[config.mk]
export PLATFORM = sky130hd
export DESIGN_NAME = pipeline_control
export DESIGN_NICKNAME = d
export VERILOG_FILES = /design/src/agp32_pkg.sv /design/src/pipeline_control.sv
export VERILOG_INCLUDE_DIRS = /design/src
export SDC_FILE = /design/constraint.sdc
export NUM_CORES = 1
export LEC_CHECK = 0
export BUFFER_PORTS_ARGS = -buffer_cell sky130_fd_sc_hd__clkbuf_2
export CAP_MARGIN = 20
export CORE_AREA = 2 2 39 41
export CTS_BUF_LIST = sky130_fd_sc_hd__clkbuf_4
export CTS_CLUSTER_DIAMETER = 40
export CTS_CLUSTER_SIZE = 10
export DETAILED_ROUTE_END_ITERATION = 6
export DIE_AREA = 0 0 41 43
export SLEW_MARGIN = 10
export SYNTH_ARGS = -nofsm -noshare
export SYNTH_HDL_FRONTEND = slang
export SYNTH_SLANG_ARGS = --single-unit
[constraint.sdc]
create_clock -name clk -period 1.2 [get_ports clk]
set_input_delay 0.06 -clock clk [delete_from_list [all_inputs] [get_ports clk]]
set_output_delay 0.06 -clock clk [all_outputs]
set_load 0.02 [all_outputs]
[src/agp32_params.svh]
`ifndef AGP32_PARAMS_SVH
`define AGP32_PARAMS_SVH

// Datapath and register file
`define AGP32_XLEN 32
`define AGP32_NREGS 64
`define AGP32_RADDR_W 6

// External data ports
`define AGP32_OUT_W 10
`define AGP32_IN_W 2

// Bubble word decodes as no-operation
`define AGP32_NOP_WORD 32'd63

`define AGP32_PC_STEP 32'd4

`endif

[src/agp32_pkg.sv]
`include "agp32_params.svh"

package agp32_pkg;

  // One instruction word, two decodings
  typedef union packed {
    struct packed {
      logic                       w_imm;
      logic [`AGP32_RADDR_W-1:0]  addr_w;
      logic                       is_imm;
      logic                       a_imm;
      logic [`AGP32_RADDR_W-1:0]  addr_a;
      logic                       b_imm;
      logic [`AGP32_RADDR_W-1:0]  addr_b;
      logic [3:0]                 func;
      logic [5:0]                 opcode;
    } reg_form;
    struct packed {
      logic                       load;
      logic [`AGP32_RADDR_W-1:0]  addr_w;
      logic                       is_imm;
      logic                       sign;
      logic [22:0]                magnitude;
    } imm_form;
  } instr_u;

  typedef enum logic [5:0] {
    OP_ALU   = 6'd0,
    OP_SHIFT = 6'd1,
    OP_OUT   = 6'd6,
    OP_IN    = 6'd7,
    OP_JAL   = 6'd9,
    OP_BZ    = 6'd10,
    OP_BNZ   = 6'd11,
    OP_LDI   = 6'd13,
    OP_NOP   = 6'd15
  } opcode_e;

  typedef enum logic [3:0] {
    FN_ADD, FN_ADC, FN_SUB, FN_CARRY, FN_OVF, FN_INC, FN_DEC, FN_MUL_LO,
    FN_MUL_HI, FN_AND, FN_OR, FN_XOR, FN_EQ, FN_LT_S, FN_LT_U, FN_PASS_B
  } alu_func_e;

  typedef enum logic [2:0] {
    CMD_IDLE    = 3'd0,
    CMD_RESTART = 3'd1
  } command_e;

endpackage

[src/pipeline_control.sv]
`timescale 1ns/1ps

module pipeline_control (
  input  logic                clk,
  input  logic                rst_n,
  input  logic                ready,
  input  logic                mem_start_ready,
  input  logic [1:0]          error,
  input  logic                redirect,
  output agp32_pkg::command_e command,
  output logic                advance,
  output logic                flush
);
  import agp32_pkg::*;

  typedef enum logic [2:0] {
    ST_BOOT_WAIT,
    ST_RESTART,
    ST_RESUME_WAIT,
    ST_RUN,
    ST_HALT
  } state_e;

  state_e state;

  // Pipeline moves only in run with memory ready
  assign advance = (state == ST_RUN) && ready;
  assign flush   = advance && redirect;

  // ####################
  // Sequencing
  // ####################
  always_ff @(posedge clk or negedge rst_n) begin
    if (!rst_n) begin
      state   <= ST_BOOT_WAIT;
      command <= CMD_IDLE;
    end else if (error != 2'd0) begin
      // Halt is sticky until reset
      state   <= ST_HALT;
      command <= CMD_IDLE;
    end else begin
      case (state)
        ST_BOOT_WAIT: begin
          if (mem_start_ready) begin
            state   <= ST_RESTART;
            command <= CMD_RESTART;
          end
        end
        ST_RESTART: begin
          // Restart command lasts this one cycle
          state   <= ST_RESUME_WAIT;
          command <= CMD_IDLE;
        end
        ST_RESUME_WAIT: begin
          if (ready) begin
            state <= ST_RUN;
          end
        end
        ST_RUN: begin
          if (flush) begin
            state   <= ST_RESTART;
            command <= CMD_RESTART;
          end
        end
        default: begin
          state <= ST_HALT;
        end
      endcase
    end
  end

endmodule

==> results.txt <==
* Worst-case hold slack: 44.5 ps
* Worst slack at placement: 94.1 ps
- The share of the Yosys chip area taken by registers is 44.4%.
* Hold path depth: 2
- Yosys printed 0 warnings.
* Setup tns final: -17.6 ps
* WL per Instance: 9.21 um
- The first detailed-routing pass ran for 2 iterations.
* Clock tree from TritonCTS: yes
* Number of instances in the synthesized netlist: 20
* Clk_skew: 1.42 ps
- After clock tree synthesis, the clock-pin slew on the worst setup and hold paths is 40 ps.
- Violations in the final reports: setup timing
* Ratio of cells with drive above 1 in the final layout: 59.5%
* Cell types with the largest area share after synthesis: dfrtp_1 44%, and4b_2 10%, or3b_1 7.8%
- Via count: 215
- Power per cell area: 885 nW/um2
- Data on the critical path arrives at its endpoint at 1160 ps.
* Crit path buf inv count: 1
- The routed design has 488 um of wire.
* Initial antenna violation count: 0
- CTS built an H-tree with a depth of 1.
- Launching element type of the critical path: register
* Count of buffers inserted at the top-level ports: 9
* Pleak: 0.185 nW
* First-pass GRT wire length: 752 um
- The final layout contains 46 nets.
- The number of global-route vias before repair came to 213.
- Clock latency on the worst-skew pair, taken at its later pin, is 230 ps.
- Die area: 1760 um2
* Largest delay share family, worst path: simple AND/OR/NAND/NOR gates
- Highest attainable clock frequency: 0.821 GHz
- In this run, synthesis produced a sequential element count of 4.
* Number of sinks driven by the clock tree: 4
- Crit-path cells: and4b_2 -> and2_4 -> buf_8
* Global-route total usage across every layer: 6.65%
* Via density per instance: 4.06
- Slowest cell on the critical path: dfrtp_1
* Total standard cell area after synthesis: 225 um2
- Outcome: complete, but fails checks
* Std cell rows: 14
- Across all setup checks in the final design, the least slack found is -17.6 ps.
- Number of cells on the worst reg-to-reg path: 3
* Die X-Extent: 41 um
- After synthesis, the mean cell area works out to 11.3 um2.
* Root Buffer: clkbuf_4
* Crit-path max FO: 3
- The worst hold path begins at redirect.
* Worst reg2reg setup slack: 40 ps
* Area share of the leading cell type in the synthesized netlist: 44.4%
- STA puts the critical path data required time at 1140 ps.
- In this run the critical register-to-register path is launched from state[0].
- Maximum capacitance violations: 0
* Overflow left after global routing: 0
- The detail route stage leaves a number of antenna-violating nets equal to 0.
- I/O pin count: 12
- Setup repair after global routing could not meet its margin everywhere.
* Final Critical Period: 1220 ps
* Height of the die: 43 um
- Setup violations remaining at the end of the flow were counted as 1.
- The filler cells instantiated in the layout total 158.
- Placer's final routability congestion estimate: 0.653
* Worst IR Drop VDD: 0.307 mV
* Class of the most critical setup path: register to output port
- No sink is reached through more buffers than the 2 on the longest clock path.
- Antenna fix cells: 0
- Counting the buffers created by CTS gives 3.
* Crit. End Element: output port
- After the first detailed-routing iteration, the DRC count stood at 1.
* End point of the most critical hold path: state[1]
- Effective utilization at floorplan: 16.3%
- Cell type contributing the most total cell area after synthesis: dfrtp_1
* Area inside the core boundary: 1380 um2
- Number of distinct library cell variants in the gate-level netlist after synthesis: 13
- After layout, the worst path uses 101% of the clock period.
* CP peak stage delay: 380 ps
* Number of remaining DRC errors: 0
- The max-slew violation count was 0.
- Area growth from synthesis to final layout: 60.6%
* HP Class: input port to register
- The final hold violation count came to 0.
- R2R Path End: command[0]
- Maximum number of pins on one net before global-route repair: 7
stage by stage:
stage / instance area, um2 / total power [mW] / cells / utilization, %
2_1_floorplan: 229 / 0.151 / 21 / -
3_3_place_gp: 279 / 0.161 / 44 / 20.2
3_5_place_dp: 279 / 0.161 / 44 / 20.2
4_1_cts: 353 / 0.333 / 52 / 25.5
5_1_grt: 362 / 0.343 / 53 / 26.1
6_report: 362 / 0.320 / 53 / 26.1
cells by family (layout without fill, tap and decap cells):
family          count (synthesis)  after routing  share of synthesized area (%)
compound gates                  4              4                           14.4
other cells                     1              2                           1.67
flops                           4              4                           44.4
simple gates                    9              9                           32.8
buf+inv                         2             18                           6.66
power breakdown:
part           total (mW)  internal [mW]  switching, mW
logic              0.0253         0.0112         0.0141
clock network       0.159          0.111         0.0477
registers           0.136          0.136              0
total               0.320          0.258         0.0618
metal layers:
metal  GRT usage [%]  vias to the layer above  part of all wire [%]
met4            6.00                        0                     0
met3            1.57                        0                   8.0
met2            10.3                        4                    59
met5               0                        -                     0
met1            6.82                      106                    33
li1                -                      105                     -
synthesized netlist by cell type:
master and count:
a211oi_2 1, a21oi_1 1, and2_1 1, and4b_2 2, buf_4 2, conb_1 1
dfrtp_1 4, nor2_1 2, nor4b_1 1, o21ai_0 1, o311a_1 1, or3_4 1
or3b_1 2
cell type report:
class / count / area [um2] / area share [%]
Clock buffer: 3 / 22.5 / 6.23
Multi-Input combinational cell: 15 / 116 / 32.2
Sequential cell: 4 / 100 / 27.7
Tap cell: 16 / 20.0 / 5.54
Timing Repair Buffer: 15 / 103 / 28.4
repair_timing:
action / CTS / global route
resized for setup: 3 / 1
setup buffers: 4 / 1
endpoints found under the hold margin: 4 / 0
pin swaps: 2 / 3
gates cloned: 0 / 0
hold buffers: 1 / 0
endpoints found under the setup margin: 1 / 2
registers in the layout, indices dropped and copies added, names as in the netlist:
name     count
state        3
command      1
cells in the final DEF (no fill, tap or decap), types with 2 or more instances in the layout:
cell type	n
clkbuf_2	8
buf_4	5
dfrtp_1	4
clkbuf_4	3
and4b_2	2
nor2_1	2
or3b_1	2
conb_1	2
how the worst max path moves through the flow:
stage | from | slack [ps] | cells past startpoint | to
floorplan | state[2] | 130 | 2 | flush
global placement | state[2] | 90 | 2 | state[1]
detailed placement | state[2] | 90 | 2 | state[1]
CTS | state[2] | -40 | 3 | flush
global route | state[2] | -60 | 3 | flush
finish | state[2] | -20 | 3 | flush
Power figures use the tool's default switching activity.
