===== src/agp32_params.svh =====
`ifndef AGP32_PARAMS_SVH
`define AGP32_PARAMS_SVH

// Datapath and register file
`define AGP32_XLEN 32
`define AGP32_NREGS 64
`define AGP32_RADDR_W 6

// External data ports
`define AGP32_OUT_W 10
`define AGP32_IN_W 2

// Bubble word decodes as no-operation
`define AGP32_NOP_WORD 32'd63

`define AGP32_PC_STEP 32'd4

`endif


===== src/agp32_pkg.sv =====
`include "agp32_params.svh"

package agp32_pkg;

  // One instruction word, two decodings
  typedef union packed {
    struct packed {
      logic                       w_imm;
      logic [`AGP32_RADDR_W-1:0]  addr_w;
      logic                       is_imm;
      logic                       a_imm;
      logic [`AGP32_RADDR_W-1:0]  addr_a;
      logic                       b_imm;
      logic [`AGP32_RADDR_W-1:0]  addr_b;
      logic [3:0]                 func;
      logic [5:0]                 opcode;
    } reg_form;
    struct packed {
      logic                       load;
      logic [`AGP32_RADDR_W-1:0]  addr_w;
      logic                       is_imm;
      logic                       sign;
      logic [22:0]                magnitude;
    } imm_form;
  } instr_u;

  typedef enum logic [5:0] {
    OP_ALU   = 6'd0,
    OP_SHIFT = 6'd1,
    OP_OUT   = 6'd6,
    OP_IN    = 6'd7,
    OP_JAL   = 6'd9,
    OP_BZ    = 6'd10,
    OP_BNZ   = 6'd11,
    OP_LDI   = 6'd13,
    OP_NOP   = 6'd15
  } opcode_e;

  typedef enum logic [3:0] {
    FN_ADD, FN_ADC, FN_SUB, FN_CARRY, FN_OVF, FN_INC, FN_DEC, FN_MUL_LO,
    FN_MUL_HI, FN_AND, FN_OR, FN_XOR, FN_EQ, FN_LT_S, FN_LT_U, FN_PASS_B
  } alu_func_e;

  typedef enum logic [2:0] {
    CMD_IDLE    = 3'd0,
    CMD_RESTART = 3'd1
  } command_e;

endpackage


===== src/fetch_stage.sv =====
`timescale 1ns/1ps
`include "agp32_params.svh"

module fetch_stage (
  input  logic                   clk,
  input  logic                   rst_n,
  input  logic                   advance,
  input  logic                   flush,
  input  logic                   ready,
  input  logic [`AGP32_XLEN-1:0] inst_rdata,
  input  logic                   redirect,
  input  logic [`AGP32_XLEN-1:0] redirect_pc,
  output logic [`AGP32_XLEN-1:0] pc,
  output agp32_pkg::instr_u      f_instr,
  output logic [`AGP32_XLEN-1:0] f_pc,
  output logic                   f_valid
);

  always_ff @(posedge clk or negedge rst_n) begin
    if (!rst_n) begin
      pc      <= '0;
      f_instr <= `AGP32_NOP_WORD;
      f_valid <= 1'b0;
    end else begin
      if (redirect) begin
        pc <= redirect_pc;
      end else if (advance) begin
        pc <= pc + `AGP32_PC_STEP;
      end
      if (advance) begin
        f_instr <= flush ? `AGP32_NOP_WORD : inst_rdata;
        f_valid <= !flush;
      end
    end
  end

  always_ff @(posedge clk) begin
    if (advance) begin
      f_pc <= pc;
    end
  end

endmodule


===== config.mk =====
export PLATFORM = sky130hd
export DESIGN_NAME = fetch_stage
export DESIGN_NICKNAME = d
export VERILOG_FILES = /design/src/agp32_pkg.sv /design/src/fetch_stage.sv
export VERILOG_INCLUDE_DIRS = /design/src
export SDC_FILE = /design/constraint.sdc
export NUM_CORES = 1
export LEC_CHECK = 0
export BUFFER_PORTS_ARGS = -buffer_cell sky130_fd_sc_hd__clkbuf_2
export CORE_MARGIN = 2
export CORE_UTILIZATION = 50
export CTS_CLUSTER_SIZE = 20
export DETAILED_ROUTE_END_ITERATION = 6
export PLACE_DENSITY = 0.82
export SYNTH_ARGS = -nofsm -noshare
export SYNTH_HDL_FRONTEND = slang
export SYNTH_SLANG_ARGS = --single-unit
export TNS_END_PERCENT = 10

===== constraint.sdc =====
create_clock -name clk -period 3.5 [get_ports clk]
set_input_delay 0.35 -clock clk [delete_from_list [all_inputs] [get_ports clk]]
set_output_delay 0.35 -clock clk [all_outputs]
set_load 0.1 [all_outputs]

==> results.py, run 1 <==
metrics = {
    "run_status": {
        "status": "finished clean",
    },
    "synthesis": {
        "synth_cell_types": 35,
        "synth_edf_count": 32,
        "synth_seq_area_share": 0.628,
        "dominantRegCellSynth": "dfrtp_1",
        "synthArstFlopShare": 0.670,
        "syn_avg_cell_area_sq_um": 11.1,
        "ys_ff_latch": 97,
        "syn-cell-area_sq_mm": 0.00414,
        "synth_nets": 445,
        "yosysWarnings": 0,
        "postSynthCellCount": 374,
    },
    "final_layout": {
        "seqCellArea_sq_mm": 0.00259,
        "fin_nets": 601,
        "fill_cells": 673,
        "multi_input_area_sq_mm": 0.00135,
        "area_growth_pct": 25.5,
        "n_antenna_cell": 0,
        "layoutNonFillerInstCount": 640,
        "drive_gt1_frac": 0.357,
    },
    "sta": {
        "rsz0062_at_grt": "no",
        "clock_skew_ns": 0.0117,
        "period_share": 0.672,
        "tightest_slew_ns": 0.935,
        "tns_ns": 0,
        "setup_violations": 0,
        "worst_slew_margin_rel": 0.377,
        "fin_crit_ns": 2.35,
        "final_hold_viol_count": 0,
        "max_freq_ghz": 0.425,
        "maxSlewViolCount": 0,
    },
    "setup_path": {
        "slowest_stage": "or4_1",
        "arrival_ns": 2.62,
        "worstPathRequired_ns": 3.77,
        "crit_chain": "ha_1 -> and3_1 -> nand4_1 -> or4_1 -> a31oi_1",
        "path_depth": 5,
        "rr_startpoint": "pc[2]",
        "endpoint_kind": "flip-flop",
        "critPathMaxFanout": 15,
        "r2r_end": "pc[22]",
        "crit_buf_inv": 0,
        "crit_start": "pc[2]",
        "cp-start-kind": "flip-flop",
        "crit_end": "pc[22]",
        "slowest_delay_ns": 0.68,
        "critical_path_class": "flip-flop to flip-flop",
        "cp_top_family": "simple AND/OR/NAND/NOR gates",
        "rrSetupSlack_ns": 1.15,
        "worst-r2r-cell-count": 5,
    },
    "die": {
        "die-area_sq_mm": 0.00901,
        "initial_core_util": 0.508,
        "num_rows": 33,
        "fp.dieW_um": 94.9,
        "die_h_um": 94.9,
        "pin_count": 167,
        "coreArea_sq_mm": 0.00813,
    },
    "power_and_ir_drop": {
        "p_leak_nw": 2.34,
        "ir_worst_vdd_v": 0.000363,
        "power_w": 0.00299,
        "p_per_area_mw_per_mm2": 577,
    },
    "detailed_routing": {
        "wl_met1_mm": 3.83,
        "ant_nets": 0,
        "route.met3.wl_um": 810,
        "viasPerCell": 5.38,
        "drt_iter0_markers": 147,
        "drc": 0,
        "drt-total-wl_mm": 9.14,
        "top_layer_used": "met4",
        "vias": 3445,
        "wl_per_cell_um": 14.3,
        "dr.pass1.iters": 4,
        "met2_length_mm": 4.34,
    },
    "placement": {
        "place_inst": 624,
        "finalWeightedCongestion": 0.815,
        "hpwl_mm": 6.65,
        "io_buffers": 165,
    },
    "clocking": {
        "cts_buffers": 9,
        "post_cts_resized": 0,
        "path_clk_slew_ns": 0.10,
        "cts_tree": "yes",
        "worstSkewPairLatency_ns": 0.35,
        "htree_levels": 3,
        "post_cts_buffers": 0,
        "cts_hold_buf": 0,
        "cts_buffer_depth": 2,
        "cts.sinks": 97,
        "clk_root_buffer_cell": "clkbuf_8",
    },
    "global_routing": {
        "grt_pass1_vias": 3159,
        "grtUsageTotal": 0.206,
        "grt_first_pass_wirelength_mm": 14.5,
        "antenna_found_initial": 0,
        "grt_max_degree": 65,
        "grt_overflow": 0,
    },
    "flow_run": {
        "drv_cap": 0,
    },
    "min_path": {
        "hp-class": "primary input to async pin",
    },
}
[cells in the final DEF (no fill, tap or decap), types with 11 or more instances in the layout]
cell        n
a31oi_1    14
clkbuf_2  163
o21ai_0    39
nand2_1    29
nor2_1     30
inv_1      28
edfxtp_1   32
or4_1      11
o31ai_1    11
dfrtp_1    59
nand3b_1   23
[worst reg2reg max path: stages (launching register included)]
cell and delay, ns:
dfrtp_1 0.46, ha_1 0.23, and3_1 0.21, nand4_1 0.51
or4_1 0.69, a31oi_1 0.19
[synthesized netlist by cell type, types with 6 or more instances]
library cell | instances | share of area
nand2_1 | 29 | 0.026
xnor2_1 | 7 | 0.015
or4_1 | 11 | 0.020
o31ai_1 | 11 | 0.020
a31oi_1 | 14 | 0.021
edfxtp_1 | 32 | 0.23
nand3b_1 | 23 | 0.042
dfstp_2 | 6 | 0.038
nand4_1 | 10 | 0.015
inv_1 | 28 | 0.025
o21ai_0 | 39 | 0.047
clkbuf_1 | 18 | 0.016
dfrtp_1 | 59 | 0.36
nand3_1 | 10 | 0.012
nor2_1 | 30 | 0.027
a21oi_1 | 6 | 0.0073
[state kept, by name, summed over array words and instances (netlist names)]
signal,count
f_pc,32
pc,32
f_instr,32
f_valid,1
[how the worst min path moves through the flow]
stage,from,cells after the start,end,slack [ns]
CTS,rst_n,1,pc[8],0.16
floorplan,rst_n,0,f_instr[10],0.05
global route,rst_n,1,pc[4],0.19
finish,rst_n,1,f_instr[15],0.14
global placement,pc[0],0,f_pc[0],0.45
detailed placement,pc[0],0,f_pc[0],0.46
[kinds of logic (layout without fill, tap and decap cells)]
group	count (synthesis)	count (layout)	share of synthesized area
AO/OA/AOI/OAI	79	79	0.115
XOR/XNOR	12	12	0.0254
adder cells (fa/ha/maj)	1	1	0.00303
buffers and inverters	50	211	0.0472
flip-flops	97	97	0.628
multiplexers	3	3	0.00787
AND/OR/NAND/NOR	132	132	0.174
[through the flow]
stage | hold WS, ns | worst slack (ns) | utilization | instance area [sq um]
finish | 0.140 | 1.15 | 0.638 | 5190
global route | 0.190 | 0.997 | 0.638 | 5190
global placement | 0.449 | 1.10 | 0.617 | 5020
detailed placement | 0.460 | 1.04 | 0.617 | 5020
floorplan | 0.0544 | 0.912 | - | 4140
CTS | 0.156 | 1.14 | 0.638 | 5190
[report_power, final]
| part | leakage, nW | internal, W | switching, W | total (W) |
|---|---|---|---|---|
| Sequential | 1.10 | 0.00128 | 0.0000844 | 0.00136 |
| Combinational | 1.16 | 0.000146 | 0.000845 | 0.000991 |
| Clock | 0.0827 | 0.000260 | 0.000379 | 0.000639 |
[cell type report]
class / instances / area share
Timing Repair Buffer: 167 / 0.162
Multi-Input combinational cell: 227 / 0.259
Sequential cell: 97 / 0.500
Tap cell: 105 / 0.0253
Clock inverter: 6 / 0.00820
Clock buffer: 10 / 0.0246
Inverter: 28 / 0.0203
[per-layer routing]
metal	up-vias	GRT usage
li1	1658	-
met1	1613	0.271
met2	157	0.330
met3	17	0.0543
met4	0	0.0749
met5	-	0
(Power assumes the default switching activity.)
==> run 2, diff against run 1 <==
--- a/config.mk
+++ b/config.mk
@@ -8,10 +8,10 @@
 export LEC_CHECK = 0
 export BUFFER_PORTS_ARGS = -buffer_cell sky130_fd_sc_hd__clkbuf_2
 export CORE_MARGIN = 2
-export CORE_UTILIZATION = 50
+export CORE_UTILIZATION = 44
 export CTS_CLUSTER_SIZE = 20
 export DETAILED_ROUTE_END_ITERATION = 6
-export PLACE_DENSITY = 0.82
+export PLACE_DENSITY = 0.77
 export SYNTH_ARGS = -nofsm -noshare
 export SYNTH_HDL_FRONTEND = slang
 export SYNTH_SLANG_ARGS = --single-unit
==> constraint.sdc (replaced) <==
create_clock -name clk -period 1.92 [get_ports clk]
set_input_delay 0.192 -clock clk [delete_from_list [all_inputs] [get_ports clk]]
set_output_delay 0.192 -clock clk [all_outputs]
set_load 0.1 [all_outputs]
==> run 2 against run 1 <==
Compared with the run above: total power increased by 91%; routed wire length up 11%; final cell count is 4.2% higher; flip-flop and latch count unchanged; critical path depth fell by 1; via count grew 0.90%; clock power is 110% higher; largest cell class unchanged; highest routed layer unchanged.
==> results.py, run 2 (synthesis results as in run 1) <==
metrics = {
    "run_status": {
        "status": "finished clean",
    },
    "clocking": {
        "htree_levels": 3,
        "path_clk_slew_ns": 0.10,
        "post_cts_buffers": 0,
        "clk_root_buffer_cell": "clkbuf_8",
        "cts_buffer_depth": 2,
        "cts.sinks": 97,
        "cts_buffers": 9,
        "cts_tree": "yes",
        "worstSkewPairLatency_ns": 0.36,
    },
    "die": {
        "coreArea_sq_mm": 0.00920,
        "die_h_um": 101,
        "fp.dieW_um": 101,
        "pin_count": 167,
        "initial_core_util": 0.450,
        "die-area_sq_mm": 0.0102,
        "num_rows": 35,
    },
    "setup_path": {
        "slowest_stage": "or4_4",
        "crit_chain": "nand3_4 -> or4_4 -> or4_1 -> a31oi_1",
        "worstPathRequired_ns": 2.20,
        "critical_path_class": "flip-flop to flip-flop",
        "arrival_ns": 2.18,
        "cp_top_family": "simple AND/OR/NAND/NOR gates",
        "cp-start-kind": "flip-flop",
        "crit_buf_inv": 0,
        "endpoint_kind": "flip-flop",
        "critPathMaxFanout": 6,
        "path_depth": 4,
        "worst-r2r-cell-count": 4,
        "slowest_delay_ns": 0.60,
    },
    "final_layout": {
        "fin_nets": 622,
        "final_util": 0.599,
        "final_common_cell": "clkbuf_2",
        "drive_gt1_frac": 0.424,
        "fill_cells": 769,
        "layoutNonFillerInstCount": 667,
        "area_growth_pct": 33.2,
        "top_regs": "f_instr: 32 flops, f_pc: 32 flops, pc: 32 flops",
        "n_antenna_cell": 0,
        "final_cell_mix": "clkbuf_2 (163), o21ai_0 (39), dfrtp_1 (38)",
    },
    "detailed_routing": {
        "viasPerCell": 5.21,
        "wl_per_cell_um": 15.2,
        "drc": 0,
        "ant_nets": 0,
        "drt_iter0_markers": 147,
        "dr.pass1.iters": 6,
        "drt-total-wl_mm": 10.2,
        "vias": 3476,
    },
    "sta": {
        "setup_violations": 0,
        "worst_slew_margin_rel": 0.616,
        "final_hold_viol_count": 0,
        "period_share": 0.986,
        "max_freq_ghz": 0.528,
        "rsz0062_at_grt": "yes",
        "clock_skew_ns": 0.0136,
        "maxSlewViolCount": 0,
        "fin_crit_ns": 1.89,
        "tightest_slew_ns": 0.576,
        "timing.final.ws_setup_ns": 0.0273,
    },
    "min_path": {
        "whs_path_depth": 3,
        "hp-class": "primary input to flip-flop",
    },
    "global_routing": {
        "grt_pass1_vias": 3308,
        "antenna_found_initial": 0,
        "grt_first_pass_wirelength_mm": 15.9,
        "grtUsageTotal": 0.198,
        "grt_overflow": 0,
        "grt_max_degree": 66,
    },
    "power_and_ir_drop": {
        "p_leak_nw": 2.44,
        "ir_worst_vdd_v": 0.000482,
        "p_per_area_mw_per_mm2": 1040,
    },
    "flow_run": {
        "drv_cap": 0,
    },
    "placement": {
        "hpwl_mm": 7.17,
        "finalWeightedCongestion": 0.827,
        "io_buffers": 165,
        "dp_slack_ns": -0.000672,
        "place_inst": 648,
    },
}
==> run 2: cell count changes in the layout (fill, tap and decap cells not counted), moves of 9 or more <==
cell	delta
buf_4	+16
dfrtp_1	-21
dfrtp_4	+12
dfrtp_2	+9
==> run 2: where the power goes <==
part	switching, W	total, W	internal [W]
logic	0.00160	0.00191	0.000312
registers	0.000131	0.00248	0.00235
clock network	0.000711	0.00132	0.000609
total	0.00244	0.00571	0.00327
==> run 2: path summary, 6_finish.rpt <==
check                                     from  slack [ns]     endpoint
worst max-delay path                    pc[15]        0.03       pc[27]
worst min-delay path            redirect_pc[3]        0.03        pc[3]
worst max register to register          pc[15]        0.03       pc[27]
worst min register to register           pc[0]        0.47      f_pc[0]
max in group asynchronous                rst_n        1.22       pc[13]
min in group asynchronous                rst_n        0.35  f_instr[20]
==> run 2: repair_timing <==
| item | CTS | global route |
|---|---|---|
| setup endpoints to repair | 2 | 11 |
| hold buffers | 1 | 0 |
| endpoints found under the hold margin | 59 | 0 |
| gates cloned | 2 | 0 |
| pin swaps | 1 | 8 |
| resized for setup | 3 | 6 |
==> run 2: metal layers <==
layer	track usage	routed length, um
met1	0.247	4100
met2	0.321	4930
met3	0.0589	933
met4	0.0884	203
met5	0	0
==> run 2: stage by stage <==
stage	cell area (sq um)	total power [W]	hold slack, ns	TNS, ns
5_1_grt	5510	0.00592	0.0316	-0.0477
4_1_cts	5480	0.00574	0.0142	0
3_3_place_gp	5250	0.00439	0.233	0
3_5_place_dp	5250	0.00442	0.237	-0.000672
6_report	5510	0.00571	0.0291	0
2_1_floorplan	4200	0.00401	-0.104	-2.16
==> run 2: cell type report <==
class | instances | area (sq um) | area share
clock buffer | 10 | 128 | 0.0232
timing repair buffer | 186 | 1010 | 0.184
tap | 111 | 139 | 0.0252
inverter | 28 | 105 | 0.0191
multi-input combinational | 229 | 1410 | 0.255
sequential | 97 | 2650 | 0.481
clock inverter | 6 | 65.1 | 0.0118
==> run 2: tightest hold or removal path: stages <==
cell	delay, ns
clkbuf_2	0.07
nand2_1	0.04
o21ai_0	0.06
