==> src/agp32_params.svh <==
`ifndef AGP32_PARAMS_SVH
`define AGP32_PARAMS_SVH

// Datapath and register file
`define AGP32_XLEN 32
`define AGP32_NREGS 64
`define AGP32_RADDR_W 6

// External data ports
`define AGP32_OUT_W 10
`define AGP32_IN_W 2

// Bubble word decodes as no-operation
`define AGP32_NOP_WORD 32'd63

`define AGP32_PC_STEP 32'd4

`endif

==> src/agp32_pkg.sv <==
`include "agp32_params.svh"

package agp32_pkg;

  // One instruction word, two decodings
  typedef union packed {
    struct packed {
      logic                       w_imm;
      logic [`AGP32_RADDR_W-1:0]  addr_w;
      logic                       is_imm;
      logic                       a_imm;
      logic [`AGP32_RADDR_W-1:0]  addr_a;
      logic                       b_imm;
      logic [`AGP32_RADDR_W-1:0]  addr_b;
      logic [3:0]                 func;
      logic [5:0]                 opcode;
    } reg_form;
    struct packed {
      logic                       load;
      logic [`AGP32_RADDR_W-1:0]  addr_w;
      logic                       is_imm;
      logic                       sign;
      logic [22:0]                magnitude;
    } imm_form;
  } instr_u;

  typedef enum logic [5:0] {
    OP_ALU   = 6'd0,
    OP_SHIFT = 6'd1,
    OP_OUT   = 6'd6,
    OP_IN    = 6'd7,
    OP_JAL   = 6'd9,
    OP_BZ    = 6'd10,
    OP_BNZ   = 6'd11,
    OP_LDI   = 6'd13,
    OP_NOP   = 6'd15
  } opcode_e;

  typedef enum logic [3:0] {
    FN_ADD, FN_ADC, FN_SUB, FN_CARRY, FN_OVF, FN_INC, FN_DEC, FN_MUL_LO,
    FN_MUL_HI, FN_AND, FN_OR, FN_XOR, FN_EQ, FN_LT_S, FN_LT_U, FN_PASS_B
  } alu_func_e;

  typedef enum logic [2:0] {
    CMD_IDLE    = 3'd0,
    CMD_RESTART = 3'd1
  } command_e;

endpackage

==> src/agp32_stage_if.sv <==
`timescale 1ns/1ps
`include "agp32_params.svh"

interface agp32_stage_if;
  import agp32_pkg::*;

  logic                       valid;
  logic [`AGP32_XLEN-1:0]     pc;
  logic [`AGP32_XLEN-1:0]     data_a;
  logic [`AGP32_XLEN-1:0]     data_b;
  logic [`AGP32_XLEN-1:0]     data_w;
  logic [`AGP32_XLEN-1:0]     imm;
  opcode_e                    opcode;
  alu_func_e                  func;
  logic [`AGP32_RADDR_W-1:0]  addr_w;

  modport producer (
    output valid, pc, data_a, data_b, data_w, imm, opcode, func, addr_w
  );

  modport consumer (
    input valid, pc, data_a, data_b, data_w, imm, opcode, func, addr_w
  );

endinterface

==> src/execute_stage.sv <==
`timescale 1ns/1ps
`include "agp32_params.svh"

module execute_stage (
  input  logic                      clk,
  input  logic                      rst_n,
  input  logic                      advance,
  input  logic [`AGP32_IN_W-1:0]    data_in,
  agp32_stage_if.consumer           stage,
  output logic                      wb_en,
  output logic [`AGP32_RADDR_W-1:0] wb_addr,
  output logic [`AGP32_XLEN-1:0]    wb_data,
  output logic                      redirect,
  output logic [`AGP32_XLEN-1:0]    redirect_pc,
  output logic [`AGP32_OUT_W-1:0]   data_out
);
  import agp32_pkg::*;

  logic [`AGP32_XLEN-1:0]   alu_a;
  logic [`AGP32_XLEN-1:0]   alu_b;
  logic [`AGP32_XLEN:0]     sum;
  logic [`AGP32_XLEN-1:0]   diff;
  logic [2*`AGP32_XLEN-1:0] prod;
  logic [`AGP32_XLEN-1:0]   alu_res;
  logic [2*`AGP32_XLEN-1:0] rot;
  logic [`AGP32_XLEN-1:0]   shift_res;
  logic [4:0]               shift_sh;
  logic                     carry_flag;
  logic                     ovf_flag;
  logic                     carry_nxt;
  logic                     ovf_nxt;
  logic                     fire;
  logic                     uses_alu;
  logic                     writes_reg;
  logic                     taken;

  assign fire       = advance && stage.valid;
  assign uses_alu   = stage.opcode inside {OP_ALU, OP_OUT, OP_JAL, OP_BZ, OP_BNZ};
  assign writes_reg = stage.opcode inside {OP_ALU, OP_SHIFT, OP_OUT, OP_IN, OP_JAL, OP_LDI};

  // Jump and link adds to its own pc
  assign alu_a = (stage.opcode == OP_JAL) ? stage.pc : stage.data_a;
  assign alu_b = (stage.opcode == OP_JAL) ? stage.data_a : stage.data_b;

  assign sum  = {1'b0, alu_a} + {1'b0, alu_b} +
                {{`AGP32_XLEN{1'b0}}, (stage.func == FN_ADC) && carry_flag};
  assign diff = alu_a - alu_b;
  assign prod = {{`AGP32_XLEN{1'b0}}, alu_a} * {{`AGP32_XLEN{1'b0}}, alu_b};

  // ####################
  // ALU
  // ####################
  always_comb begin
    alu_res   = '0;
    carry_nxt = carry_flag;
    ovf_nxt   = ovf_flag;
    case (stage.func)
      FN_ADD: begin
        alu_res   = sum[`AGP32_XLEN-1:0];
        carry_nxt = sum[`AGP32_XLEN];
        ovf_nxt   = (alu_a[31] == alu_b[31]) && (sum[31] != alu_a[31]);
      end
      FN_ADC: begin
        alu_res   = sum[`AGP32_XLEN-1:0];
        carry_nxt = sum[`AGP32_XLEN];
      end
      FN_SUB: begin
        alu_res = diff;
        ovf_nxt = (alu_a[31] != alu_b[31]) && (diff[31] != alu_a[31]);
      end
      FN_CARRY:  alu_res = {{(`AGP32_XLEN-1){1'b0}}, carry_flag};
      FN_OVF:    alu_res = {{(`AGP32_XLEN-1){1'b0}}, ovf_flag};
      FN_INC:    alu_res = alu_a + 1'b1;
      FN_DEC:    alu_res = alu_a - 1'b1;
      FN_MUL_LO: alu_res = prod[`AGP32_XLEN-1:0];
      FN_MUL_HI: alu_res = prod[2*`AGP32_XLEN-1:`AGP32_XLEN];
      FN_AND:    alu_res = alu_a & alu_b;
      FN_OR:     alu_res = alu_a | alu_b;
      FN_XOR:    alu_res = alu_a ^ alu_b;
      FN_EQ:     alu_res = {{(`AGP32_XLEN-1){1'b0}}, alu_a == alu_b};
      FN_LT_S:   alu_res = {{(`AGP32_XLEN-1){1'b0}}, $signed(alu_a) < $signed(alu_b)};
      FN_LT_U:   alu_res = {{(`AGP32_XLEN-1){1'b0}}, alu_a < alu_b};
      default:   alu_res = alu_b;
    endcase
  end

  // Shift amount is B mod 32
  assign shift_sh = stage.data_b[4:0];
  assign rot      = {stage.data_a, stage.data_a} >> shift_sh;

  always_comb begin
    case (stage.func[1:0])
      2'd0:    shift_res = stage.data_a << shift_sh;
      2'd1:    shift_res = stage.data_a >> shift_sh;
      2'd2:    shift_res = $signed(stage.data_a) >>> shift_sh;
      default: shift_res = rot[`AGP32_XLEN-1:0];
    endcase
  end

  // ####################
  // Writeback and branch
  // ####################
  always_comb begin
    case (stage.opcode)
      OP_SHIFT: wb_data = shift_res;
      OP_IN:    wb_data = {{(`AGP32_XLEN - `AGP32_IN_W){1'b0}}, data_in};
      OP_JAL:   wb_data = stage.pc + `AGP32_PC_STEP;
      OP_LDI:   wb_data = stage.imm;
      default:  wb_data = alu_res;
    endcase
  end

  assign wb_en   = fire && writes_reg;
  assign wb_addr = stage.addr_w;

  always_comb begin
    case (stage.opcode)
      OP_JAL:  taken = 1'b1;
      OP_BZ:   taken = (alu_res == '0);
      OP_BNZ:  taken = (alu_res != '0);
      default: taken = 1'b0;
    endcase
  end

  assign redirect    = fire && taken;
  assign redirect_pc = (stage.opcode == OP_JAL) ? alu_res : stage.pc + stage.data_w;

  always_ff @(posedge clk or negedge rst_n) begin
    if (!rst_n) begin
      carry_flag <= 1'b0;
      ovf_flag   <= 1'b0;
      data_out   <= '0;
    end else if (fire) begin
      if (uses_alu) begin
        carry_flag <= carry_nxt;
        ovf_flag   <= ovf_nxt;
      end
      if (stage.opcode == OP_OUT) begin
        data_out <= alu_res[`AGP32_OUT_W-1:0];
      end
    end
  end

endmodule

==> src/flat_wrapper.sv <==
// flat-port wrapper written by rule: the top's interface ports become plain ports
module execute_stage_flat import agp32_pkg::*;
  (clk, rst_n, advance, data_in, wb_en, wb_addr, wb_data, redirect, redirect_pc, data_out, stage_valid, stage_pc, stage_data_a, stage_data_b, stage_data_w, stage_imm, stage_opcode, stage_func, stage_addr_w);
  agp32_stage_if stage_i ();
  input  logic clk;
  input  logic rst_n;
  input  logic advance;
  input  logic [`AGP32_IN_W-1:0] data_in;
  output logic wb_en;
  output logic [`AGP32_RADDR_W-1:0] wb_addr;
  output logic [`AGP32_XLEN-1:0] wb_data;
  output logic redirect;
  output logic [`AGP32_XLEN-1:0] redirect_pc;
  output logic [`AGP32_OUT_W-1:0] data_out;
  input wire logic [$bits(stage_i.valid)-1:0] stage_valid;
  input wire logic [$bits(stage_i.pc)-1:0] stage_pc;
  input wire logic [$bits(stage_i.data_a)-1:0] stage_data_a;
  input wire logic [$bits(stage_i.data_b)-1:0] stage_data_b;
  input wire logic [$bits(stage_i.data_w)-1:0] stage_data_w;
  input wire logic [$bits(stage_i.imm)-1:0] stage_imm;
  input wire logic [$bits(stage_i.opcode)-1:0] stage_opcode;
  input wire logic [$bits(stage_i.func)-1:0] stage_func;
  input wire logic [$bits(stage_i.addr_w)-1:0] stage_addr_w;
  assign stage_i.valid = stage_valid;
  assign stage_i.pc = stage_pc;
  assign stage_i.data_a = stage_data_a;
  assign stage_i.data_b = stage_data_b;
  assign stage_i.data_w = stage_data_w;
  assign stage_i.imm = stage_imm;
  assign stage_i.opcode = stage_opcode;
  assign stage_i.func = stage_func;
  assign stage_i.addr_w = stage_addr_w;
  execute_stage u_core (.clk(clk), .rst_n(rst_n), .advance(advance), .data_in(data_in), .stage(stage_i), .wb_en(wb_en), .wb_addr(wb_addr), .wb_data(wb_data), .redirect(redirect), .redirect_pc(redirect_pc), .data_out(data_out));
endmodule
==> config.mk <==
export PLATFORM = sky130hd
export DESIGN_NAME = execute_stage_flat
export DESIGN_NICKNAME = d
export VERILOG_FILES = /design/src/agp32_pkg.sv /design/src/agp32_stage_if.sv /design/src/execute_stage.sv /design/src/flat_wrapper.sv
export VERILOG_INCLUDE_DIRS = /design/src
export SDC_FILE = /design/constraint.sdc
export NUM_CORES = 2
export LEC_CHECK = 0
export BUFFER_PORTS_ARGS = -buffer_cell sky130_fd_sc_hd__buf_2
export CAP_MARGIN = 20
export CORE_UTILIZATION = 45
export CTS_CLUSTER_DIAMETER = 60
export DETAILED_ROUTE_END_ITERATION = 7
export GPL_ROUTABILITY_DRIVEN = 1
export PLACE_DENSITY = 0.58
export SLEW_MARGIN = 20
export SYNTH_ARGS = -nofsm -noshare
export SYNTH_HDL_FRONTEND = slang
export SYNTH_SLANG_ARGS = --single-unit
==> constraint.sdc <==
create_clock -name clk -period 22.8 [get_ports clk]
set_input_delay 5.7 -clock clk [delete_from_list [all_inputs] [get_ports clk]]
set_output_delay 5.7 -clock clk [all_outputs]
set_load 0.05 [all_outputs]
==> run summary <==
The run finished, with violations left. The final reports fail on design-rule violations, negative setup slack. For the number of global-route vias before repair, the log shows 49,691.

The run gives 0 as the total overflow reported by the global router. In the post-synthesis netlist, the biggest area contributors are fa_1 (37%), ha_1 (11%), inv_1 (7.5%). The slowest stage of the critical path belongs to the cell o31ai_1.

The tools report the insertion delay to the later sink of the worst-skew pair as 0.25 ns. The worst register-to-register path ends at u_core.carry_flag$_DFFE_PN0P_. The net count of the finished layout is 8,149. Total routing usage reported by global routing: 0.453. After detailed routing, the number of remaining DRC violations is 6. The number of antenna violations at the first check in global routing was 36; the cell area after synthesis was 49,100 um^2.

STA puts the critical path data required time at 17.10 ns. Compared with the post-synthesis result, the final layout area differs by 9.13%. The tools report the gate count of the mapped netlist as 6,474. By count the netlist is led by inv_1 (980), nor2_1 (936), fa_1 (900). The count of nets left with antenna violations once routing finished came out at 0. In this run the deepest clock path goes through 2 buffers.

After legalization and detailed placement, the total HPWL measured 208,000 um. The post-layout minimum cycle time works out to 22.81 ns. In this run the critical register-to-register path is launched from u_core.carry_flag$_DFFE_PN0P_. STA puts the critical path data arrival time at 17.11 ns. In this run the horizontal extent of the chip is 332 um.

Setup-violating endpoint count in the final report: 1. The average wire per cell in the routed design came out at 31.3 um. Along the worst hold path, the cell count comes to 2. The buffer type at the clock tree root is clkbuf_16. On the final layout, the worst clock skew is 0.00307 ns.

For the placement row count, the log shows 120. The tools report the total clock buffers created by CTS as 3. The post-route worst setup slack is -0.0132 ns. The worst setup path is of the in2out kind. Along the worst path, the maximum fanout reaches 19. The setup check on the worst reg-to-reg path leaves a slack of 17.23 ns.

The async set or reset register ratio after synthesis was 1.00. For the pin with the worst max-slew slack, the measured transition is 1.27 ns. The path with the worst hold slack has its endpoint at u_core.data_out[9]$_DFFE_PN0P_. The cell that appears most often on the critical path is fa_1.

The share of the synthesized area in the top cell type was 0.367. The worst setup path is launched from an input port. The initial cell density of the core is 0.456, and the final clock period utilization by the worst path is 1.00. Yosys mapped a number of flops with a built-in enable equal to 0. The proportion of layout cells with a drive suffix above 1 is 0.106. The average size of a mapped cell works out to 7.58 um^2.

In this run the tool buffered the top-level ports with 251 buffer cells. TritonCTS built the clock tree. 264 I/O pins were placed.

The sequential element share of the synthesized area is 0.00612. Max-cap violations in this run came to 0. The run gives 0 as the warning count from the yosys run. Setup repair after global routing left no endpoint under its margin.

The H-tree depth reported by CTS came out at 1. Derived from the worst setup path, the maximum achievable clock frequency is 43.8 MHz. Routability-driven placement finished with a final weighted congestion of 1.12. Counting cells, the worst reg-to-reg path comes to 15.

The floorplan step defined a die boundary enclosing 110,000 um^2. In this run, the number of DRC markers left after iteration 0 of detailed routing was 6,972. The path class of the tightest hold or removal check is reg2reg. The endpoint class of the critical path is a primary output. Top cell type by total area after synthesis: fa_1.

Among all flip-flop cells after synthesis, the most frequent one is dfrtp_1. The startpoint identified for the worst hold timing path is u_core.data_out[9]$_DFFE_PN0P_. The tools report the first element of the critical path as stage_opcode[5]. The placeable core region came out at 108,000 um^2.

The distinct cell type count of the synthesized netlist was 107; the routed wire length was 252,000 um. On the critical path the largest part of the delay comes from adder cells. Measured along the y axis, the die boundary spans 332 um.

Synthesis produced a netlist with a net count of 7,979. Synthesis inferred 12 register bits. The combined buffer and inverter count along the critical path is 12. The worst slack at placement came out at -0.650 ns.

The critical path's largest stage delay is 0.75 ns. The final count of hold timing violations was 0. The first global-routing pass estimated 360,000 um of wire. The max-slew violation count is 0. Normalized max-slew margin: 0.149. The clock slew at the register clock pins of the worst setup and hold paths was 0.06 ns.

The first TritonRoute pass finished after 8 iterations. By instance count, the leading cell after synthesis is inv_1. The via density per instance was 6.28; the number of clock sinks was 12. The routed via count came out at 50,631.

Largest net degree at the start of global routing: 96.
-- worst max path at each step --
stage	slack (ns)	end	depth (start not counted)
4_1_cts	0.02	redirect	34
3_3_place_gp	-0.65	redirect	36
2_1_floorplan	0.66	redirect	38
6_report	-0.01	redirect	37
3_5_place_dp	-0.65	redirect	36
5_1_grt	0.003	redirect	39
-- stage by stage --
step	hold WS, ns	TNS, ns	area [um^2]	std cells	util
after floorplan	0.495	0	49100	6474	-
after global placement	0.464	-0.648	53200	8034	0.495
after detailed placement	0.470	-0.650	53200	8034	0.495
after CTS	0.482	0	53400	8043	0.497
after global routing	0.503	0	53500	8055	0.498
final	0.480	-0.0132	53500	8062	0.498
-- layout make-up --
type / count / area, um^2
fill: 10975 / 54000
multi-input combinational: 5054 / 43500
timing repair buffer: 571 / 4030
inverter: 1002 / 3780
tap: 1403 / 1760
sequential: 12 / 300
clock buffer: 4 / 88.8
antenna: 16 / 40.0
-- per-layer routing --
| metal | track usage | part of all wire | vias up | wire length [um] |
|---|---|---|---|---|
| met3 | 0.0958 | 0.11 | 671 | 28100 |
| li1 | - | - | 21295 | - |
| met2 | 0.682 | 0.43 | 3182 | 108000 |
| met1 | 0.607 | 0.39 | 25469 | 99300 |
| met4 | 0.245 | 0.068 | 14 | 17000 |
| met5 | 0 | 0.00036 | - | 91 |
-- worst reg2reg max path, cell delays in order, from the launching register on --
cell,delay (ns)
dfrtp_1,0.59
and3_1,0.27
fa_1,0.24
inv_1,0.08
fa_1,0.44
nand2b_1,0.21
a211oi_1,0.51
o21ai_0,0.40
a211oi_1,0.91
nor2_1,0.37
o21ai_0,0.58
a31o_2,0.23
a21oi_1,0.08
nor2_1,0.14
o21ai_0,0.21
a31oi_1,0.24
-- kinds of logic after synthesis --
logic type,synth area share
DFF,0.00612
muxes,0.0262
buffers and inverters,0.110
adders and majority gates,0.475
and+or+nand+nor,0.193
xor gates and xnor gates,0.0245
AOI/OAI and AO/OA,0.165
-- repair_timing --
item                                    4_1_cts  5_1_grt
hold buffers                                  0        0
pin swaps                                     0        2
endpoints found under the setup margin        1        1
cloned                                        0        1
gates resized for setup                       9       19
endpoints found under the hold margin         0        0
buffers inserted                              5        2
-- flip-flops by register name, indices dropped and copies added (netlist names) --
register	cells
u_core.carry_flag	1
u_core.data_out	10
u_core.ovf_flag	1
-- cells in the final DEF (no fill, tap or decap), types with 13 or more instances in the layout --
cell type    n
inv_1      975
nor2_1     930
fa_1       900
nand2_1    824
ha_1       421
a21oi_1    319
o21ai_0    293
buf_4      290
buf_2      251
mux2i_1     95
xnor2_1     86
a21o_1      72
nand3_1     70
nor3_1      67
o22ai_1     61
nand2b_1    60
xor2_1      51
nand4_1     51
o211ai_1    51
a211oi_1    48
nor2b_1     39
and3_1      39
a31oi_1     35
o221ai_1    34
buf_12      30
o21a_1      29
o31ai_1     28
o21bai_1    27
a22oi_1     24
and2_1      23
or3_1       23
a221oi_1    23
or2_2       21
mux2_2      19
diode_2     16
nor4_1      16
a221o_1     13
Power is left out: the tool's default activity adds up to more than one toggle a clock period on the data nets, which glitch-free logic cannot reach.
